`src/design/accel_pkg.sv`:
```
// shared address map, widths, unit state and farm structs for the int8 accelerator
`default_nettype none

package accel_pkg;

    // ------------------------------------------------------------
    // sizes
    // ------------------------------------------------------------
    localparam int num_mul   = 8;
    localparam int cr_addr_w = 32;
    localparam int cr_data_w = 32;

    // one operand, the packed operand pair and the product
    localparam int mul_op_w  = 8;
    localparam int cr_opnd_w = 2 * mul_op_w;
    localparam int mul_res_w = 2 * mul_op_w;

    // one shift-add step per multiplier bit
    localparam int mul_cnt_w = $clog2(mul_op_w);
    localparam logic [mul_cnt_w-1:0] mul_last_iter = mul_cnt_w'(mul_op_w - 1);

    // ------------------------------------------------------------
    // core address map
    // ------------------------------------------------------------
    // operand pair {multiplicand, multiplier}, one word per unit
    localparam logic [cr_addr_w-1:0] cr_core2mul_base   = 32'h0000_0000;
    localparam int                   cr_core2mul_stride = 4;

    // result word then done word, two words per unit
    localparam logic [cr_addr_w-1:0] cr_mul2core_base   = 32'h0000_0040;
    localparam int                   cr_mul2core_stride = 8;
    localparam int                   cr_done_offset     = 4;

    function automatic logic [cr_addr_w-1:0] opnd_addr(input int idx);
        return cr_core2mul_base + cr_addr_w'(idx * cr_core2mul_stride);
    endfunction

    function automatic logic [cr_addr_w-1:0] res_addr(input int idx);
        return cr_mul2core_base + cr_addr_w'(idx * cr_mul2core_stride);
    endfunction

    function automatic logic [cr_addr_w-1:0] done_addr(input int idx);
        return res_addr(idx) + cr_addr_w'(cr_done_offset);
    endfunction

    // ------------------------------------------------------------
    // unit state and farm side types
    // ------------------------------------------------------------
    typedef enum logic {
        mul_idle,
        mul_busy
    } t_mul_state;

    // start is a single cycle strobe, operands stay valid after it
    typedef struct packed {
        logic                       start;
        logic signed [mul_op_w-1:0] multiplicand;
        logic signed [mul_op_w-1:0] multiplier;
    } t_core2mul;

    typedef struct packed {
        logic                 done;
        logic [mul_res_w-1:0] result;
    } t_mul2core;

    typedef t_core2mul [num_mul-1:0] t_farm_input;
    typedef t_mul2core [num_mul-1:0] t_farm_output;

endpackage

`default_nettype wire
```
`src/design/accel_top.sv`:
```
// accelerator top level, register block on the core bus driving eight int8 multiplier units
`default_nettype none

module accel_top (
    input  var logic                            clk,
    input  var logic                            arst_n,

    // core register bus
    input  var logic [accel_pkg::cr_data_w-1:0] data,
    input  var logic [accel_pkg::cr_addr_w-1:0] address,
    input  var logic                            wren,
    input  var logic                            rden,
    output logic [accel_pkg::cr_data_w-1:0]     q
);

    // ------------------------------------------------------------
    // farm connections
    // ------------------------------------------------------------
    // operands and start toward the units
    wire accel_pkg::t_farm_input  farm_input;
    // done and product back from the units
    wire accel_pkg::t_farm_output farm_output;

    accel_cr_mem i_cr_mem (
        .clk         (clk),
        .arst_n      (arst_n),
        .data        (data),
        .address     (address),
        .wren        (wren),
        .rden        (rden),
        .q           (q),
        .farm_output (farm_output),
        .farm_input  (farm_input)
    );

    // ------------------------------------------------------------
    // multiplier farm
    // ------------------------------------------------------------
    // one unit per element of the farm arrays
    for (genvar i = 0; i < accel_pkg::num_mul; i++) begin : g_mul
        int8_mul_unit i_mul (
            .clk      (clk),
            .arst_n   (arst_n),
            .core2mul (farm_input[i]),
            .mul2core (farm_output[i])
        );
    end

endmodule

`default_nettype wire

```
`src/design/accel_cr_mem.sv`:
```
// control register block between the core bus and the multiplier farm, decodes reads and writes
`default_nettype none

module accel_cr_mem (
    input  var logic                           clk,
    input  var logic                           arst_n,

    // core register bus
    input  var logic [accel_pkg::cr_data_w-1:0] data,
    input  var logic [accel_pkg::cr_addr_w-1:0] address,
    input  var logic                           wren,
    input  var logic                           rden,
    output logic [accel_pkg::cr_data_w-1:0]    q,

    // multiplier farm
    input  var accel_pkg::t_farm_output        farm_output,
    output accel_pkg::t_farm_input             farm_input
);

    // operand pair per unit, as written by the core
    logic [accel_pkg::num_mul-1:0][accel_pkg::cr_opnd_w-1:0] opnd_q;

    // one start strobe per unit
    logic [accel_pkg::num_mul-1:0] start_q;
    logic [accel_pkg::num_mul-1:0] wr_hit;

    // done and result of every unit, one cycle behind the farm
    accel_pkg::t_farm_output status_q;

    logic [accel_pkg::cr_data_w-1:0] q_next;

    // ------------------------------------------------------------
    // write side
    // ------------------------------------------------------------
    always_comb begin : write_decode
        for (int i = 0; i < accel_pkg::num_mul; i++) begin
            wr_hit[i] = wren && (address == accel_pkg::opnd_addr(i));
        end
    end

    // the write edge also fires the unit's start
    always_ff @(posedge clk or negedge arst_n) begin : operand_regs
        if (!arst_n) begin
            opnd_q  <= '0;
            start_q <= '0;
        end else begin
            start_q <= wr_hit;
            for (int i = 0; i < accel_pkg::num_mul; i++) begin
                if (wr_hit[i]) begin
                    opnd_q[i] <= data[accel_pkg::cr_opnd_w-1:0];
                end
            end
        end
    end

    // upper byte is the multiplicand, lower byte the multiplier
    always_comb begin : farm_drive
        for (int i = 0; i < accel_pkg::num_mul; i++) begin
            farm_input[i].start        = start_q[i];
            farm_input[i].multiplicand = opnd_q[i][accel_pkg::cr_opnd_w-1:accel_pkg::mul_op_w];
            farm_input[i].multiplier   = opnd_q[i][accel_pkg::mul_op_w-1:0];
        end
    end

    // ------------------------------------------------------------
    // farm status sampling
    // ------------------------------------------------------------
    always_ff @(posedge clk or negedge arst_n) begin : status_regs
        if (!arst_n) begin
            status_q <= '0;
        end else begin
            status_q <= farm_output;
        end
    end

    // ------------------------------------------------------------
    // read side
    // ------------------------------------------------------------
    // misses and idle cycles keep the last value on q
    always_comb begin : read_mux
        q_next = q;
        if (rden) begin
            for (int i = 0; i < accel_pkg::num_mul; i++) begin
                if (address == accel_pkg::res_addr(i)) begin
                    q_next = {{(accel_pkg::cr_data_w - accel_pkg::mul_res_w){1'b0}},
                              status_q[i].result};
                end else if (address == accel_pkg::done_addr(i)) begin
                    q_next = {{(accel_pkg::cr_data_w - 1){1'b0}}, status_q[i].done};
                end
            end
        end
    end

    // one cycle read latency
    always_ff @(posedge clk or negedge arst_n) begin : read_reg
        if (!arst_n) begin
            q <= '0;
        end else begin
            q <= q_next;
        end
    end

    // ------------------------------------------------------------
    // checks
    // ------------------------------------------------------------
    // idle bus cycles must not disturb the read data
    a_q_hold: assert property (
        @(posedge clk) disable iff (!arst_n)
        !rden |=> $stable(q)
    );

    // a single bus write can start only one unit
    a_one_start: assert property (
        @(posedge clk) disable iff (!arst_n)
        $onehot0(start_q)
    );

endmodule

`default_nettype wire

```
`src/design/int8_mul_unit.sv`:
```
// iterative signed 8x8 shift-add multiplier, started by a strobe and reporting done with the product
`default_nettype none

module int8_mul_unit (
    input  var logic                  clk,
    input  var logic                  arst_n,
    input  var accel_pkg::t_core2mul  core2mul,
    output accel_pkg::t_mul2core      mul2core
);

    accel_pkg::t_mul_state state_q;

    logic [accel_pkg::mul_cnt_w-1:0] iter_q;
    logic                            done_q;
    logic [accel_pkg::mul_res_w-1:0] result_q;

    // datapath, loaded on start
    logic [accel_pkg::mul_res_w-1:0] mcand_q;
    logic [accel_pkg::mul_op_w-1:0]  mplier_q;
    logic [accel_pkg::mul_res_w-1:0] acc_q;

    logic                            last_step;
    logic [accel_pkg::mul_res_w-1:0] pp;
    logic [accel_pkg::mul_res_w-1:0] acc_next;

    // ------------------------------------------------------------
    // shift-add step
    // ------------------------------------------------------------
    // the multiplier sign bit carries weight -2^7, so the last
    // partial product is subtracted instead of added
    always_comb begin : step
        last_step = (iter_q == accel_pkg::mul_last_iter);
        pp        = mplier_q[0] ? mcand_q : '0;
        acc_next  = last_step ? (acc_q - pp) : (acc_q + pp);
    end

    always_ff @(posedge clk) begin : datapath
        if (core2mul.start) begin
            // sign extend the multiplicand to product width
            mcand_q  <= {{(accel_pkg::mul_res_w - accel_pkg::mul_op_w)
                          {core2mul.multiplicand[accel_pkg::mul_op_w-1]}},
                         core2mul.multiplicand};
            mplier_q <= core2mul.multiplier;
            acc_q    <= '0;
        end else if (state_q == accel_pkg::mul_busy) begin
            mcand_q  <= mcand_q << 1;
            mplier_q <= mplier_q >> 1;
            acc_q    <= acc_next;
        end
    end

    // ------------------------------------------------------------
    // control
    // ------------------------------------------------------------
    // a start while busy simply restarts with the new operands
    always_ff @(posedge clk or negedge arst_n) begin : control
        if (!arst_n) begin
            state_q  <= accel_pkg::mul_idle;
            iter_q   <= '0;
            done_q   <= 1'b0;
            result_q <= '0;
        end else if (core2mul.start) begin
            state_q <= accel_pkg::mul_busy;
            iter_q  <= '0;
            done_q  <= 1'b0;
        end else if (state_q == accel_pkg::mul_busy) begin
            if (last_step) begin
                state_q  <= accel_pkg::mul_idle;
                iter_q   <= '0;
                done_q   <= 1'b1;
                result_q <= acc_next;
            end else begin
                iter_q <= iter_q + 1'b1;
            end
        end
    end

    // done stays up until the next start
    assign mul2core = '{done: done_q, result: result_q};

    // ------------------------------------------------------------
    // checks
    // ------------------------------------------------------------
    a_no_done_busy: assert property (
        @(posedge clk) disable iff (!arst_n)
        (state_q == accel_pkg::mul_busy) |-> !done_q
    );

    // counter must be back at zero for the next start
    a_iter_idle: assert property (
        @(posedge clk) disable iff (!arst_n)
        (state_q == accel_pkg::mul_idle) |-> (iter_q == '0)
    );

endmodule

`default_nettype wire

```
`config.mk`:
```
export PLATFORM = sky130hd
export DESIGN_NAME = accel_top
export DESIGN_NICKNAME = d
export VERILOG_FILES = /design/src/design/accel_pkg.sv /design/src/design/accel_top.sv /design/src/design/accel_cr_mem.sv /design/src/design/int8_mul_unit.sv
export SDC_FILE = /design/constraint.sdc
export NUM_CORES = 2
export LEC_CHECK = 0
export ABC_AREA = 1
export BUFFER_PORTS_ARGS = -buffer_cell sky130_fd_sc_hd__buf_4
export CAP_MARGIN = 20
export CORE_ASPECT_RATIO = 1.5
export CORE_MARGIN = 2
export CORE_UTILIZATION = 32
export CTS_CLUSTER_SIZE = 10
export DETAILED_ROUTE_END_ITERATION = 6
export PLACE_DENSITY = 0.49
export SYNTH_ARGS = -nofsm -noshare
export SYNTH_HDL_FRONTEND = slang
export SYNTH_SLANG_ARGS = --single-unit
export TNS_END_PERCENT = 50
```
`constraint.sdc`:
```
create_clock -name clk -period 5 [get_ports clk]
set_input_delay 0.25 -clock clk [delete_from_list [all_inputs] [get_ports clk]]
set_output_delay 0.25 -clock clk [all_outputs]
set_load 0.005 [all_outputs]
```
==> out/qor.yml <==
ys_ff_latch: 776
drt-pass1-iter-count: 5
ioPinCount: 100
leakage_nw: 19.0
yosysWarningCount: 0
dpl.hpwl_um: 63800
status: "finished clean"
cp.required_ns: 5.52
grt_pass1_vias: 25700
synth-xor-area-share_pct: 5.20
rsz0062_at_grt: "no"
post_cts.repair.setup_buffers: 0
hold_viol_final: 0
crit_arrival_ns: 4.33
drc: 0
routedWlPerCell_um: 16.1
grt_max_degree: 141
synth_top_family_by_area: "simple AND/OR/NAND/NOR gates"
syn_area_sq_um: 36300
seq_area_frac_synth_pct: 54.3
core-area_sq_um: 113000
path_delay_family: "simple AND/OR/NAND/NOR gates"
grt_pass1_wl_um: 143000
grt_antenna_before_repair: 7
multiInputGateArea_sq_um: 14600
grt_usage_pct: 15.7
synthCells: 4020
slew_headroom_pct: 29.8
finalPower_mw: 12.6
end_kind: "flip-flop"
synth-simple-area-share_pct: 18.6
nets: 4288
critPathMaxFanout: 17
synthDistinctLibCells: 60
synthFlopType: "dfrtp_1"
maxSlewViolCount: 0
fp.dieW_um: 279
max_freq_ghz: 0.262
netlist.area_leader.share_pct: 31.4
fillCellCount: 11500
synthAdderAreaFrac_pct: 5.40
gp_congestion: 0.836
crit_top_cell: "nand2_1"
drtAntennaViolNets: 0
synth_compound_area_share_pct: 10.8
clkSinkCount: 776
tns_ns: 0
hold_path.class: "input pin to flip-flop"
ir_drop_uv: 209
synthArstFlopShare_pct: 58.8
synthTopCellsByArea: "dfrtp_1 (31%), edfxtp_1 (16%), nand2_1 (13%)"
die_h_um: 417
die_area_sq_um: 116000
drive_gt1_share_pct: 6.93
synth.avg_cell_area_sq_um: 9.04
rows: 151
worstSetupPathType: "flip-flop to flip-flop"
num_vias: 26000
final_common_cell: "nand2_1"
cp-start-kind: "flip-flop"
wl_um: 90500
clock_skew_ns: 0.0238
cts_max_level: 3
drt_iter0_drc: 1499
initial_core_util_pct: 32.2
crit_buf_inv: 3
syn_to_final_growth_pct: 12.9
cts_tree: "yes"
most-common-layout-cells: "nand2_1 (1,259), dfrtp_1 (456), o21ai_0 (389), inv_1 (329), edfxtp_1 (192)"
clock_latency_ns: 0.67
max_stage_delay_ns: 0.61
root_buffer: "clkbuf_16"
path_cells: "nand2_1 -> ha_1 -> nand3_1 -> a21oi_1 -> nand3_1 -> nor2_1 -> nand2_1 -> nand2_1 -> xor2_1 -> inv_1 -> ha_1 -> nand2_1 -> nor3_1 -> nand3_1 -> o2111ai_1 -> nand2_1 -> inv_1 -> nor3_1 -> a21oi_1 -> a31oi_1 -> xor2_1 -> inv_1 -> o21ai_1"
finalSetupViolations: 0
synth_edf_count: 192
fin_crit_sh_pct: 76.3
cts_made_buffers: 88
numPortBuffers: 67
finalCriticalPeriod_ns: 3.81
grt-ovfl-total: 0
maxCapViolCount: 0
synthMuxAreaShare_pct: 0
via_per_inst: 4.63
synth_largest_area_cell: "dfrtp_1"
worst_slew_pin_slew_ns: 1.05
path_clk_slew_ns: 0.06
register_area_sq_um: 19700
clock_path_buffers: 3
critPathSlowestCell: "edfxtp_1"
p_per_area_nw_per_um2: 308
==> through the flow <==
stage	hold slack (ns)	area (sq um)	setup slack [ns]	utilization, %	std cells
floorplan	-0.0456	36400	1.80	-	4035
global placement	0.210	38200	1.16	33.9	5419
detailed placement	0.211	38300	1.15	33.9	5420
CTS	0.0123	40900	1.12	36.2	5590
global route	0.0812	41000	0.714	36.4	5597
finish	0.0731	41000	1.19	36.4	5602
==> where the power goes <==
group / internal, mW / total [mW] / switching (mW)
Sequential: 6.46 / 6.46 / 0.000000153
Clock: 3.38 / 5.98 / 2.60
Combinational: 0.0398 / 0.199 / 0.159
==> path summary, 6_finish.rpt <==
check                      slack [ns]                                   start  cells after the start                                       to
setup / recovery                 1.19    g_mul[3].i_mul.mplier_q[0]$_DFFE_PP_                     23  g_mul[3].i_mul.result_q[15]$_DFFE_PN0P_
hold / removal                   0.07                                    wren                      3      i_cr_mem.farm_input[55]$_DFFE_PN0P_
setup reg to reg                 1.19    g_mul[3].i_mul.mplier_q[0]$_DFFE_PP_                     23  g_mul[3].i_mul.result_q[15]$_DFFE_PN0P_
hold reg to reg                  0.37  g_mul[2].i_mul.result_q[8]$_DFFE_PN0P_                      0          i_cr_mem.status_q[42]$_DFF_PN0_
max in group asynchronous        3.66                                  arst_n                      3  g_mul[7].i_mul.result_q[11]$_DFFE_PN0P_
min in group asynchronous        0.09                                  arst_n                      2     g_mul[0].i_mul.iter_q[0]$_DFFE_PN0P_
==> cells by family after synthesis <==
group,after synthesis
other,1
XOR/XNOR,215
AND/OR/NAND/NOR,1648
adder cells (fa/ha/maj),152
AO/OA/AOI/OAI,713
flip-flops,776
buffers and inverters,515
==> cells in the mapped netlist (23+ instances only) <==
library cell     n
nand2_1       1259
dfrtp_1        456
o21ai_0        389
inv_1          329
edfxtp_1       192
nand3_1        174
a21oi_1        160
ha_1           144
xor2_1         143
dfxtp_1        128
nor2_1         111
clkbuf_1       107
xnor2_1         71
o21ai_1         44
nand4_1         27
a31oi_1         23
nor3_1          23
==> state kept, by name, indices dropped and copies added, names as in the netlist, 16 cells and up <==
signal and count:
i_cr_mem.status_q 136, g_mul.i_mul.acc_q 128, g_mul.i_mul.mcand_q 128, g_mul.i_mul.result_q 128, i_cr_mem.farm_input 128, g_mul.i_mul.mplier_q 64
g_mul.i_mul.iter_q 24, i_cr_mem.q 16
==> worst reg2reg max path, cell delays in order (launching register included) <==
cell	delay, ns
edfxtp_1	0.61
nand2_1	0.21
ha_1	0.18
nand3_1	0.10
a21oi_1	0.19
nand3_1	0.12
nor2_1	0.10
nand2_1	0.07
nand2_1	0.07
xor2_1	0.20
inv_1	0.07
ha_1	0.34
nand2_1	0.09
nor3_1	0.19
nand3_1	0.10
o2111ai_1	0.15
nand2_1	0.08
inv_1	0.10
nor3_1	0.05
a21oi_1	0.20
a31oi_1	0.14
xor2_1	0.16
inv_1	0.08
o21ai_1	0.06
==> per-layer routing <==
metal | GRT usage, % | routed length [um]
met5 | 0 | 0
met4 | 5.48 | 2610
met3 | 2.26 | 3130
met2 | 26.8 | 43200
met1 | 20.2 | 41500
==> final cells by class <==
cell class	instances	area share, %
Antenna cell	5	0.0305
Clock buffer	159	6.12
Clock inverter	7	0.204
Inverter	354	3.24
Multi-Input combinational cell	2744	35.6
Sequential cell	776	48.1
Tap cell	1453	4.43
Timing Repair Buffer	104	2.30
==> what timing repair did <==
item	CTS	global route
resized for setup	0	0
hold endpoints to repair	54	0
hold buffers	4	0
(Power assumes the default switching activity.)
